==> src/common/console_pkg.sv <==
/* rhythm console shared definitions */

`default_nettype none

package console_pkg;

  ////////////////////////////////////////////////////////////
  // widths and menu codes
  ////////////////////////////////////////////////////////////
  localparam int score_width = 12;
  localparam int mode_width = 2;

  // keyboard mode sits at the bottom of the menu
  localparam logic [mode_width-1:0] mode_bottom = 2'd0;
  // play mode at the top
  localparam logic [mode_width-1:0] mode_top = 2'd3;

  localparam int digit_count = 8;
  localparam int percent_scale = 100;

  ////////////////////////////////////////////////////////////
  // hex to active low gfedcba segments
  ////////////////////////////////////////////////////////////
  localparam logic [6:0] segment_table [16] = '{
    7'b100_0000, 7'b111_1001, 7'b010_0100, 7'b011_0000,
    7'b001_1001, 7'b001_0010, 7'b000_0010, 7'b111_1000,
    7'b000_0000, 7'b001_0000, 7'b000_1000, 7'b000_0011,
    7'b100_0110, 7'b010_0001, 7'b000_0110, 7'b000_1110
  };

  // three bcd places of the percentage
  typedef struct packed {
    logic [3:0] hundreds;
    logic [3:0] tens;
    logic [3:0] ones;
  } score_digits_t;

  // raw view for the power-of-sixteen adds, digit view for display
  typedef union packed {
    logic [score_width-1:0] raw;
    score_digits_t          digits;
  } score_word_t;

endpackage

`default_nettype wire

==> src/logic/button_debouncer.sv <==
/* button debouncer with press strobe */

`timescale 1ns/1ps
`default_nettype none

module button_debouncer #(
  parameter int debounce_cycles = 1_000_000
) (
  input  logic clk_in,
  input  logic reset,
  input  logic noisy,
  output logic press
);

  localparam int count_width = $clog2(debounce_cycles + 1);

  logic [2:0] sync_chain;
  logic sync_level;
  logic last_level;
  logic [count_width-1:0] stable_count;
  logic clean_level;
  logic clean_delay;

  assign sync_level = sync_chain[2];

  // three flop synchronizer
  always_ff @(posedge clk_in) begin
    sync_chain <= {sync_chain[1:0], noisy};
  end

  always_ff @(posedge clk_in) begin
    if (reset) begin
      last_level   <= sync_level;
      stable_count <= '0;
      clean_level  <= sync_level;
      clean_delay  <= sync_level;
      press        <= 1'b0;
    end else begin
      clean_delay <= clean_level;
      press       <= clean_level & ~clean_delay;
      if (sync_level != last_level) begin
        // any change restarts the stable window
        last_level   <= sync_level;
        stable_count <= '0;
      end else if (stable_count == count_width'(debounce_cycles)) begin
        clean_level <= last_level;
      end else begin
        stable_count <= stable_count + 1'b1;
      end
    end
  end

endmodule

`default_nettype wire

==> src/logic/mode_menu.sv <==
/* mode menu state machine */

`timescale 1ns/1ps
`default_nettype none

module mode_menu
  import console_pkg::*;
(
  input  logic                  clk_in,
  input  logic                  reset,
  input  logic                  up_press,
  input  logic                  down_press,
  input  logic                  centre_press,
  output logic [mode_width-1:0] mode_choice,
  output logic                  mode_confirmed
);

  localparam logic state_menu = 1'b0;
  localparam logic state_confirmed = 1'b1;

  logic state;
  logic step_up;
  logic step_down;

  // opposing strobes in one cycle cancel
  assign step_up = up_press & ~down_press & (mode_choice != mode_top);
  assign step_down = down_press & ~up_press & (mode_choice != mode_bottom);

  assign mode_confirmed = (state == state_confirmed);

  ////////////////////////////////////////////////////////////
  // menu and confirmed states
  ////////////////////////////////////////////////////////////
  always_ff @(posedge clk_in) begin
    if (reset) begin
      state       <= state_menu;
      mode_choice <= mode_bottom;
    end else begin
      case (state)
        state_menu: begin
          if (centre_press) begin
            // choice freezes as it stands
            state <= state_confirmed;
          end else if (step_up) begin
            mode_choice <= mode_choice + 1'b1;
          end else if (step_down) begin
            mode_choice <= mode_choice - 1'b1;
          end
        end
        state_confirmed: begin
          // up and down ignored here
          if (centre_press) begin
            state <= state_menu;
          end
        end
        default: begin
          state <= state_menu;
        end
      endcase
    end
  end

endmodule

`default_nettype wire

==> src/logic/rhythm_console_top.sv <==
/* rhythm console front end */

`timescale 1ns/1ps
`default_nettype none

module rhythm_console_top
  import console_pkg::*;
#(
  parameter int debounce_cycles = 1_000_000,
  parameter int scan_bits = 14
) (
  input  logic                   clk_in,
  input  logic                   reset,
  input  logic                   btn_up,
  input  logic                   btn_down,
  input  logic                   btn_centre,
  input  logic                   score_start,
  input  logic [score_width-1:0] score,
  input  logic [score_width-1:0] max_score,
  output logic [mode_width-1:0]  mode_choice,
  output logic                   mode_confirmed,
  output score_word_t            percent_score,
  output logic                   percent_done,
  output logic [6:0]             segments,
  output logic [digit_count-1:0] digit_strobe
);

  logic up_press;
  logic down_press;
  logic centre_press;
  logic [digit_count*4-1:0] display_word;

  ////////////////////////////////////////////////////////////
  // buttons
  ////////////////////////////////////////////////////////////
  button_debouncer #(.debounce_cycles(debounce_cycles)) u_up_debouncer (
    .clk_in (clk_in),
    .reset  (reset),
    .noisy  (btn_up),
    .press  (up_press)
  );

  button_debouncer #(.debounce_cycles(debounce_cycles)) u_down_debouncer (
    .clk_in (clk_in),
    .reset  (reset),
    .noisy  (btn_down),
    .press  (down_press)
  );

  button_debouncer #(.debounce_cycles(debounce_cycles)) u_centre_debouncer (
    .clk_in (clk_in),
    .reset  (reset),
    .noisy  (btn_centre),
    .press  (centre_press)
  );

  mode_menu u_mode_menu (
    .clk_in         (clk_in),
    .reset          (reset),
    .up_press       (up_press),
    .down_press     (down_press),
    .centre_press   (centre_press),
    .mode_choice    (mode_choice),
    .mode_confirmed (mode_confirmed)
  );

  percent_calculator u_percent_calculator (
    .clk_in        (clk_in),
    .reset         (reset),
    .start         (score_start),
    .score         (score),
    .max_score     (max_score),
    .percent_score (percent_score),
    .done          (percent_done)
  );

  ////////////////////////////////////////////////////////////
  // display
  ////////////////////////////////////////////////////////////

  // mode on the left, percentage on the right
  assign display_word = {
    {(4 - mode_width){1'b0}}, mode_choice,
    {((digit_count - 4) * 4){1'b0}},
    percent_score.digits.hundreds,
    percent_score.digits.tens,
    percent_score.digits.ones
  };

  seven_segment_scanner #(.scan_bits(scan_bits)) u_seven_segment_scanner (
    .clk_in       (clk_in),
    .reset        (reset),
    .display_word (display_word),
    .segments     (segments),
    .digit_strobe (digit_strobe)
  );

endmodule

`default_nettype wire

==> src/logic/seven_segment_scanner.sv <==
/* eight digit hex display scanner */

`timescale 1ns/1ps
`default_nettype none

module seven_segment_scanner
  import console_pkg::*;
#(
  parameter int scan_bits = 14
) (
  input  logic                     clk_in,
  input  logic                     reset,
  input  logic [digit_count*4-1:0] display_word,
  output logic [6:0]               segments,
  output logic [digit_count-1:0]   digit_strobe
);

  localparam int select_bits = $clog2(digit_count);

  logic [scan_bits-1:0] scan_count;
  logic [select_bits-1:0] scan_slot;
  logic [select_bits-1:0] digit_index;
  logic [3:0] digit_value;
  logic [digit_count-1:0] digit_onehot;

  ////////////////////////////////////////////////////////////
  // digit selection
  ////////////////////////////////////////////////////////////

  // top bits of the refresh counter pick the slot
  assign scan_slot = scan_count[scan_bits-1 -: select_bits];

  // slot 0 is the leftmost digit
  assign digit_index = select_bits'(digit_count - 1) - scan_slot;

  assign digit_value = display_word[{digit_index, 2'b00} +: 4];

  assign digit_onehot = digit_count'(1) << digit_index;

  ////////////////////////////////////////////////////////////
  // registered outputs
  ////////////////////////////////////////////////////////////
  always_ff @(posedge clk_in) begin
    if (reset) begin
      scan_count   <= '0;
      // blank until scanning starts
      segments     <= '1;
      digit_strobe <= '1;
    end else begin
      scan_count   <= scan_count + 1'b1;
      segments     <= segment_table[digit_value];
      digit_strobe <= ~digit_onehot;
    end
  end

endmodule

`default_nettype wire

==> src/score/percent_calculator.sv <==
/* iterative score percentage */

`timescale 1ns/1ps
`default_nettype none

module percent_calculator
  import console_pkg::*;
(
  input  logic                   clk_in,
  input  logic                   reset,
  input  logic                   start,
  input  logic [score_width-1:0] score,
  input  logic [score_width-1:0] max_score,
  output score_word_t            percent_score,
  output logic                   done
);

  localparam int dividend_width = $clog2(percent_scale * ((1 << score_width) - 1) + 1);
  localparam logic [1:0] place_hundreds = 2'd2;
  localparam logic [1:0] place_ones = 2'd0;

  logic [dividend_width-1:0] dividend;
  logic [score_width-1:0] divisor;
  logic [1:0] place;
  logic busy;

  logic [6:0] power_of_ten;
  logic [score_width-1:0] power_of_sixteen;
  logic [dividend_width-1:0] place_amount;
  logic fits;

  ////////////////////////////////////////////////////////////
  // place value tables
  ////////////////////////////////////////////////////////////
  always_comb begin
    case (place)
      2'd2: begin
        power_of_ten = 7'd100;
        power_of_sixteen = 12'h100;
      end
      2'd1: begin
        power_of_ten = 7'd10;
        power_of_sixteen = 12'h010;
      end
      default: begin
        power_of_ten = 7'd1;
        power_of_sixteen = 12'h001;
      end
    endcase
  end

  assign place_amount = dividend_width'(power_of_ten) * dividend_width'(divisor);
  // zero divisor never fits so the places just run out
  assign fits = (divisor != '0) && (dividend >= place_amount);

  // dividend and divisor
  always_ff @(posedge clk_in) begin
    if (start) begin
      dividend <= dividend_width'(percent_scale) * dividend_width'(score);
      divisor  <= max_score;
    end else if (busy && fits) begin
      dividend <= dividend - place_amount;
    end
  end

  ////////////////////////////////////////////////////////////
  // place sequencing and result
  ////////////////////////////////////////////////////////////
  always_ff @(posedge clk_in) begin
    if (reset) begin
      busy          <= 1'b0;
      done          <= 1'b0;
      place         <= place_hundreds;
      percent_score <= '0;
    end else begin
      done <= 1'b0;
      if (start) begin
        busy          <= 1'b1;
        place         <= place_hundreds;
        percent_score <= '0;
      end else if (busy) begin
        if (fits) begin
          percent_score.raw <= percent_score.raw + power_of_sixteen;
        end else if (place == place_ones) begin
          busy <= 1'b0;
          done <= 1'b1;
        end else begin
          place <= place - 1'b1;
        end
      end
    end
  end

endmodule

`default_nettype wire

==> config.mk <==
export PLATFORM = sky130hd
export DESIGN_NAME = rhythm_console_top
export DESIGN_NICKNAME = d
export VERILOG_FILES = /design/src/common/console_pkg.sv /design/src/logic/button_debouncer.sv /design/src/logic/mode_menu.sv /design/src/logic/rhythm_console_top.sv /design/src/logic/seven_segment_scanner.sv /design/src/score/percent_calculator.sv
export SDC_FILE = /design/constraint.sdc
export NUM_CORES = 1
export LEC_CHECK = 0
export BUFFER_PORTS_ARGS = -buffer_cell sky130_fd_sc_hd__buf_4
export CORE_MARGIN = 4
export CORE_UTILIZATION = 60
export DETAILED_ROUTE_END_ITERATION = 6
export GPL_TIMING_DRIVEN = 0
export PLACE_DENSITY = 0.89
export SYNTH_ARGS = -nofsm -noshare
export SYNTH_HDL_FRONTEND = slang
export SYNTH_SLANG_ARGS = --single-unit
==> constraint.sdc <==
create_clock -name clk_in -period 19.2 [get_ports clk_in]
set_clock_uncertainty 0.15 [all_clocks]
set_input_delay 1.92 -clock clk_in [delete_from_list [all_inputs] [get_ports clk_in]]
set_output_delay 1.92 -clock clk_in [all_outputs]
set_load 0.05 [all_outputs]
Yosys cells after proc, flatten, opt, wreduce, memory -nomap -nowiden
Memories as Yosys holds them, arrays and structs flattened. A register that Yosys moved wholly into a read port is not among the register bits.
Cells that the tools add are included.
{"block": "classes", "n_mul": 2, "order_cmp": 1, "n_shift": 2, "add_sub_neg": 10, "n_reduce_logical": 24, "n_eq_ne": 12, "muxes": 32, "bitwise_logic": 19}
{"cell": "$add 20x1->20 const B", "count": 3}
{"cell": "$eq 20x20->1 const B", "count": 3}
{"cell": "$mux 19", "count": 2}
{"cell": "$shiftx 32x6->4", "count": 1}
{"cell": "$mux 1", "count": 25}
{"cell": "$ge 19x19->1", "count": 1}
{"cell": "$mul 7x12->19", "count": 1}
{"cell": "$sub 19x19->19", "count": 1}
{"cell": "$pmux 9 s2", "count": 1}
{"cell": "$reduce_bool 2->1", "count": 9}
{"cell": "$mul 5x12->17 const A", "count": 1}
{"cell": "$add 14x1->14 const B", "count": 1}
{"cell": "$pmux 7 s2", "count": 1}
{"cell": "$add 12x9->12", "count": 1}
{"cell": "$reduce_bool 12->1", "count": 1}
{"cell": "$not 1->1", "count": 10}
{"cell": "$ne 2x2->1 const B", "count": 4}
{"cell": "$not 8->8", "count": 1}
{"cell": "$reduce_and 2->1", "count": 4}
{"cell": "$reduce_or 2->1", "count": 4}
{"cell": "$shl 1x3->8 const A", "count": 1}
{"cell": "$and 1x1->1", "count": 7}
{"cell": "$reduce_and 3->1", "count": 2}
{"cell": "$not 4->5", "count": 1}
{"cell": "11 further kinds", "count": 16}
{"block": "totals", "mem_count": 1, "elab_cells": 132, "in_bits": 30, "rom_bits": 112, "register_bits": 153}
{"memory": "(name not given)", "depth": 16, "width": 7, "read_ports": 1, "rd_ports_with_merged_regs": 1, "wr": 0, "line_no": "seven_segment_scanner.sv:51", "source": "segments <= segment_table[digit_value];"}

Depth between registers and ports, before layout
{"block": "logic_depth", "word_depth": 8, "ltp_mapped": 27, "ltp_nobuf": 25}

Cells and area by module
Synthesis repeated with hierarchy kept, for this count alone.
{"block": "hier_totals", "cells_unflattened": 1292, "hier_area_um2": 11683.7}
{"module": "percent_calculator", "cells_per_inst": 730, "instances": 1, "area_per_inst_um2": 6424.9}
{"module": "button_debouncer", "cells_per_inst": 127, "instances": 3, "area_per_inst_um2": 1172.4}
{"module": "seven_segment_scanner", "cells_per_inst": 159, "instances": 1, "area_per_inst_um2": 1564.0}
{"module": "mode_menu", "cells_per_inst": 21, "instances": 1, "area_per_inst_um2": 173.9}
{"module": "rhythm_console_top", "cells_per_inst": 1, "instances": 1, "area_per_inst_um2": 3.8}

Worst setup path after synthesis
No wires, ideal clock.
{"block": "synth_path", "kind": "flip-flop to flip-flop", "from": "reg u_percent_calculator.place[0]", "to": "reg u_percent_calculator.dividend[10] (enable)", "path_slack_ps": 12200, "setup_ps": 372, "period_less_slack_ps": 7000, "path_buffers": 2, "arrival_time_ps": 6478, "t_required_ps": 18678, "path_stages_with_launch": 26, "cell_sequence": "dfxtp_1 inv_1 ha_1 clkbuf_1 nand2_1 fa_1 inv_1 fa_1 fa_1 fa_1 ha_1 o21a_1 o21ai_0 nor2_1 o21ai_0 a211oi_1 mux2i_1 a2111oi_0 ha_1 a211oi_1 o21bai_1 a21oi_1 o2bb2ai_1 o21ai_2 clkbuf_1 nand2_1"}
{"block": "synth_between", "elab_chain_cells": 7, "word_cells_on_any_way": 8, "classes_between": "mul: 1; order compare: 1; eq/ne: 2; mux: 1; reduce/logical: 3"}
{"element": "from (decl)", "line_no": "percent_calculator.sv:24", "source": "logic [1:0] place;"}
{"element": "from (signal assigned)", "line_no": "percent_calculator.sv:73", "source": "place <= place_hundreds;"}
{"element": "from (signal assigned)", "line_no": "percent_calculator.sv:79", "source": "place <= place_hundreds;"}
{"element": "from (signal assigned)", "line_no": "percent_calculator.sv:88", "source": "place <= place - 1'b1;"}
{"element": "$eq 2x1->1 / $eq 2x2->1 (equally long branches)", "line_no": "percent_calculator.sv:36", "source": "case (place)"}
{"element": "$pmux 7 s2 (*)", "line_no": "percent_calculator.sv:36"}
{"element": "$mul 7x12->19 (*)", "line_no": "percent_calculator.sv:52", "source": "assign place_amount = dividend_width'(power_of_ten) * dividend_width'(divisor);"}
{"element": "$ge 19x19->1 (*)", "line_no": "percent_calculator.sv:54", "source": "assign fits = (divisor != '0) && (dividend >= place_amount);"}
{"element": "$logic_and 1x1->1 (*)", "line_no": "percent_calculator.sv:54"}
{"element": "$logic_and 1x1->1 (*)", "line_no": "percent_calculator.sv:61", "source": "end else if (busy && fits) begin"}
{"element": "$reduce_bool 2->1 (no source line) (*)"}
{"element": "to (signal assigned)", "line_no": "percent_calculator.sv:59", "source": "dividend <= dividend_width'(percent_scale) * dividend_width'(score);"}
{"element": "to (signal assigned)", "line_no": "percent_calculator.sv:62", "source": "dividend <= dividend - place_amount;"}
{"element": "to (decl)", "line_no": "percent_calculator.sv:22", "source": "logic [dividend_width-1:0] dividend;"}
Every way passes the cells marked *; elsewhere a longest branch is shown, timed or not.
A chain may end at the register's enable or synchronous reset.

Final worst setup path
{"block": "layout_path", "from": "reg u_percent_calculator.place[0]", "to": "reg u_percent_calculator.dividend[2] (enable)"}
The elaborated chain is that of the path after synthesis.

==> results_dict.tcl <==
set metrics [dict create \
    status "finished clean" \
    rsz0062_at_grt "no" \
    rows 49 \
    nNetsFinal 1497 \
    cts.sinks 160 \
    cp_top_family "adder cells" \
    cp_max_fo 17 \
    start_util_pct 61.3 \
    routed_wl_microns 25000 \
    setup_viol 0 \
    fin_crit_sh_pct 46.8 \
    clk_pin_slew_ps 80 \
    die_h_microns 144 \
    cts.path.max_buffers 2 \
    cp_data_required_time_ps 19050 \
    io_pins 61 \
    final_cell_mix "ha_1 (125), dfxtp_1 (125), nor2_1 (110)" \
    grt_max_degree 18 \
    avgRoutedWirePerCell_microns 16.3 \
    antenna_found_initial 0 \
    hold_buffers 0 \
    drive_gt1_share_pct 8.47 \
    syn_area_per_cell_sq_um 9.06 \
    die_area_sq_mm 0.0207 \
    synth_top_cells_by_area "dfxtp_1 (23%), ha_1 (14%), edfxtp_1 (9.5%)" \
    path_common_cell "fa_1" \
    cts_resized 0 \
    clockRootBuffer "clkbuf_16" \
    cts_buffers 17 \
    port_buffers 59 \
    clock.fmax_mhz 111 \
    drc 0 \
    ant_nets 0 \
    tns_ps 0 \
    place.gp.congestion 0.887 \
    cts_max_level 4 \
    syn2layout_area_growth_pct 12.0 \
    dr.pass1.iters 5 \
    vias 9050 \
    synth_area_sq_mm 0.0111 \
    syn_nets 1419 \
    synth-main-ff-cell "dfxtp_1" \
    synth_edf_count 35 \
    grt_pass1_vias 9224 \
    hold_viol_final 0 \
    overflow 0 \
    crit_slowest_cell "a2111oi_0" \
    place_hpwl_microns 18400 \
    yosys_warnings 0 \
    worstHoldPathType "reg2reg" \
    critPathLaunchType "flop" \
    grt_use_total_pct 24.9 \
    max_slew_margin_pct 41.4 \
    ys_seq_elements 160 \
    worstSkewPairLatency_ps 440 \
    period_needed_ps 8990 \
    cp.arrival_ps 8840 \
    synthArstFlopShare_pct 0 \
    cap_violations 0 \
    path_class "reg2reg" \
    synth_top_area_share_pct 22.6 \
    cts_tree "yes" \
    tightest_slew_ps 871 \
    cts_setup_buffers 0 \
    num_antenna_cells 0 \
    cp_slowest_stage_delay_ps 630 \
    core_sq_mm 0.0180 \
    yosys.area.top_type "dfxtp_1" \
    cp_num_buf_inv 4 \
    fillerInstances 1334 \
    drt_iter0_markers 589 \
    synthesis.instances 1220 \
    grt_pass1_wl_microns 42200 \
    cp-end-kind "flop" \
    final-max-slew-violation-count 0 \
    die_x_microns 144 \
    via_per_inst 5.88 \
    yosysSeqAreaShare_pct 32.1 \
    ys_types 64 \
]
stage by stage:
| step | setup slack, ps | hold slack, ps | cell area (sq um) | utilization, % | cells |
|---|---|---|---|---|---|
| floorplan | 12200 | 160 | 11100 | - | 1220 |
| global placement | 10640 | 161 | 11800 | 65.4 | 1508 |
| detailed placement | 10350 | 164 | 11800 | 65.4 | 1508 |
| CTS | 10260 | 181 | 12400 | 68.7 | 1540 |
| global route | 9630 | 182 | 12400 | 68.7 | 1540 |
| finish | 10210 | 175 | 12400 | 68.7 | 1540 |
routing by layer:
metal  track usage (%)  up-vias  wire length (microns)  share of wire [%]
li1                  -     4388                      -                  -
met1              29.1     4375                  10100                 40
met2              45.8      225                  13300                 53
met3              4.69       62                    979                3.9
met4              8.08        0                    660                2.6
met5                 0        -                      0                  0
state kept, by name, indices dropped and copies added (netlist names), 3 cells and up:
register                              cells
u_seven_segment_scanner.scan_count       14
u_centre_debouncer.stable_count          20
u_down_debouncer.sync_chain               3
u_up_debouncer.stable_count              20
u_seven_segment_scanner.digit_strobe      8
u_centre_debouncer.sync_chain             3
u_seven_segment_scanner.segments          7
u_up_debouncer.sync_chain                 3
u_percent_calculator.divisor             12
u_down_debouncer.stable_count            20
u_percent_calculator.dividend            19
u_percent_calculator.percent_score       12
final cells by class:
class	instances	area, sq um	share of cell area, %
Tap cell	229	287	2.31
Timing Repair Buffer	59	443	3.58
Inverter	105	394	3.18
Clock inverter	11	101	0.819
Multi-Input combinational cell	923	6980	56.4
Sequential cell	160	3550	28.7
Buffer	32	130	1.05
Clock buffer	21	493	3.98
synthesized netlist by cell type (4+ instances only):
master and count:
a211o_1 4, a211oi_1 11, a21o_1 15, a21oi_1 56, a22o_1 7, a31oi_1 10
and2_1 26, and3_1 18, and4_1 7, buf_2 5, clkbuf_1 25, dfxtp_1 125
edfxtp_1 35, fa_1 44, ha_1 125, inv_1 105, mux2_2 4, mux2i_1 6
nand2_1 99, nand2b_1 14, nand3_1 43, nand4_1 15, nor2_1 110, nor2b_1 23
nor3_1 28, nor4_1 10, nor4b_1 5, o211ai_1 6, o21a_1 12, o21ai_0 45
o21bai_1 4, o31ai_1 9, or2_2 5, or3_1 19, or4_1 4, xnor2_1 40
xor2_1 61
worst reg2reg max path, stage by stage (launching register included):
cell	delay, ps
dfxtp_1	350
inv_1	90
ha_1	290
clkbuf_1	370
nand2_1	170
fa_1	520
inv_1	50
fa_1	470
fa_1	540
fa_1	530
ha_1	410
o21a_1	150
o21ai_0	80
nor2_1	110
o21ai_0	110
a211oi_1	500
mux2i_1	140
a2111oi_0	630
ha_1	430
a211oi_1	330
o21bai_1	120
a21oi_1	240
o2bb2ai_1	240
o21ai_2	470
clkbuf_1	470
nand2_1	600
worst paths after layout:
path              slack (ps)  cells after the start                                          to                                        from
hold reg to reg          180                      0      u_down_debouncer.sync_chain[1]$_DFF_P_      u_down_debouncer.sync_chain[0]$_DFF_P_
setup / recovery       10210                     25  u_percent_calculator.dividend[2]$_DFFE_PP_  u_percent_calculator.place[0]$_SDFFE_PP0P_
setup reg to reg       10210                     25  u_percent_calculator.dividend[2]$_DFFE_PP_  u_percent_calculator.place[0]$_SDFFE_PP0P_
hold / removal           180                      0      u_down_debouncer.sync_chain[1]$_DFF_P_      u_down_debouncer.sync_chain[0]$_DFF_P_
kinds of logic (layout without fill, tap and decap cells):
family / Yosys count / count (layout) / share of synthesized area (%)
AND/OR/NAND/NOR: 435 / 435 / 19.7
AO/OA/AOI/OAI: 207 / 207 / 12.1
adder cells (fa/ha/maj): 169 / 169 / 22.1
flip-flops: 160 / 160 / 32.1
buffers and inverters: 137 / 228 / 4.74
XOR/XNOR: 101 / 101 / 8.00
multiplexers: 11 / 11 / 1.15
Power is left out: the tool's default activity adds up to more than one toggle a clock period on the data nets, which glitch-free logic cannot reach.
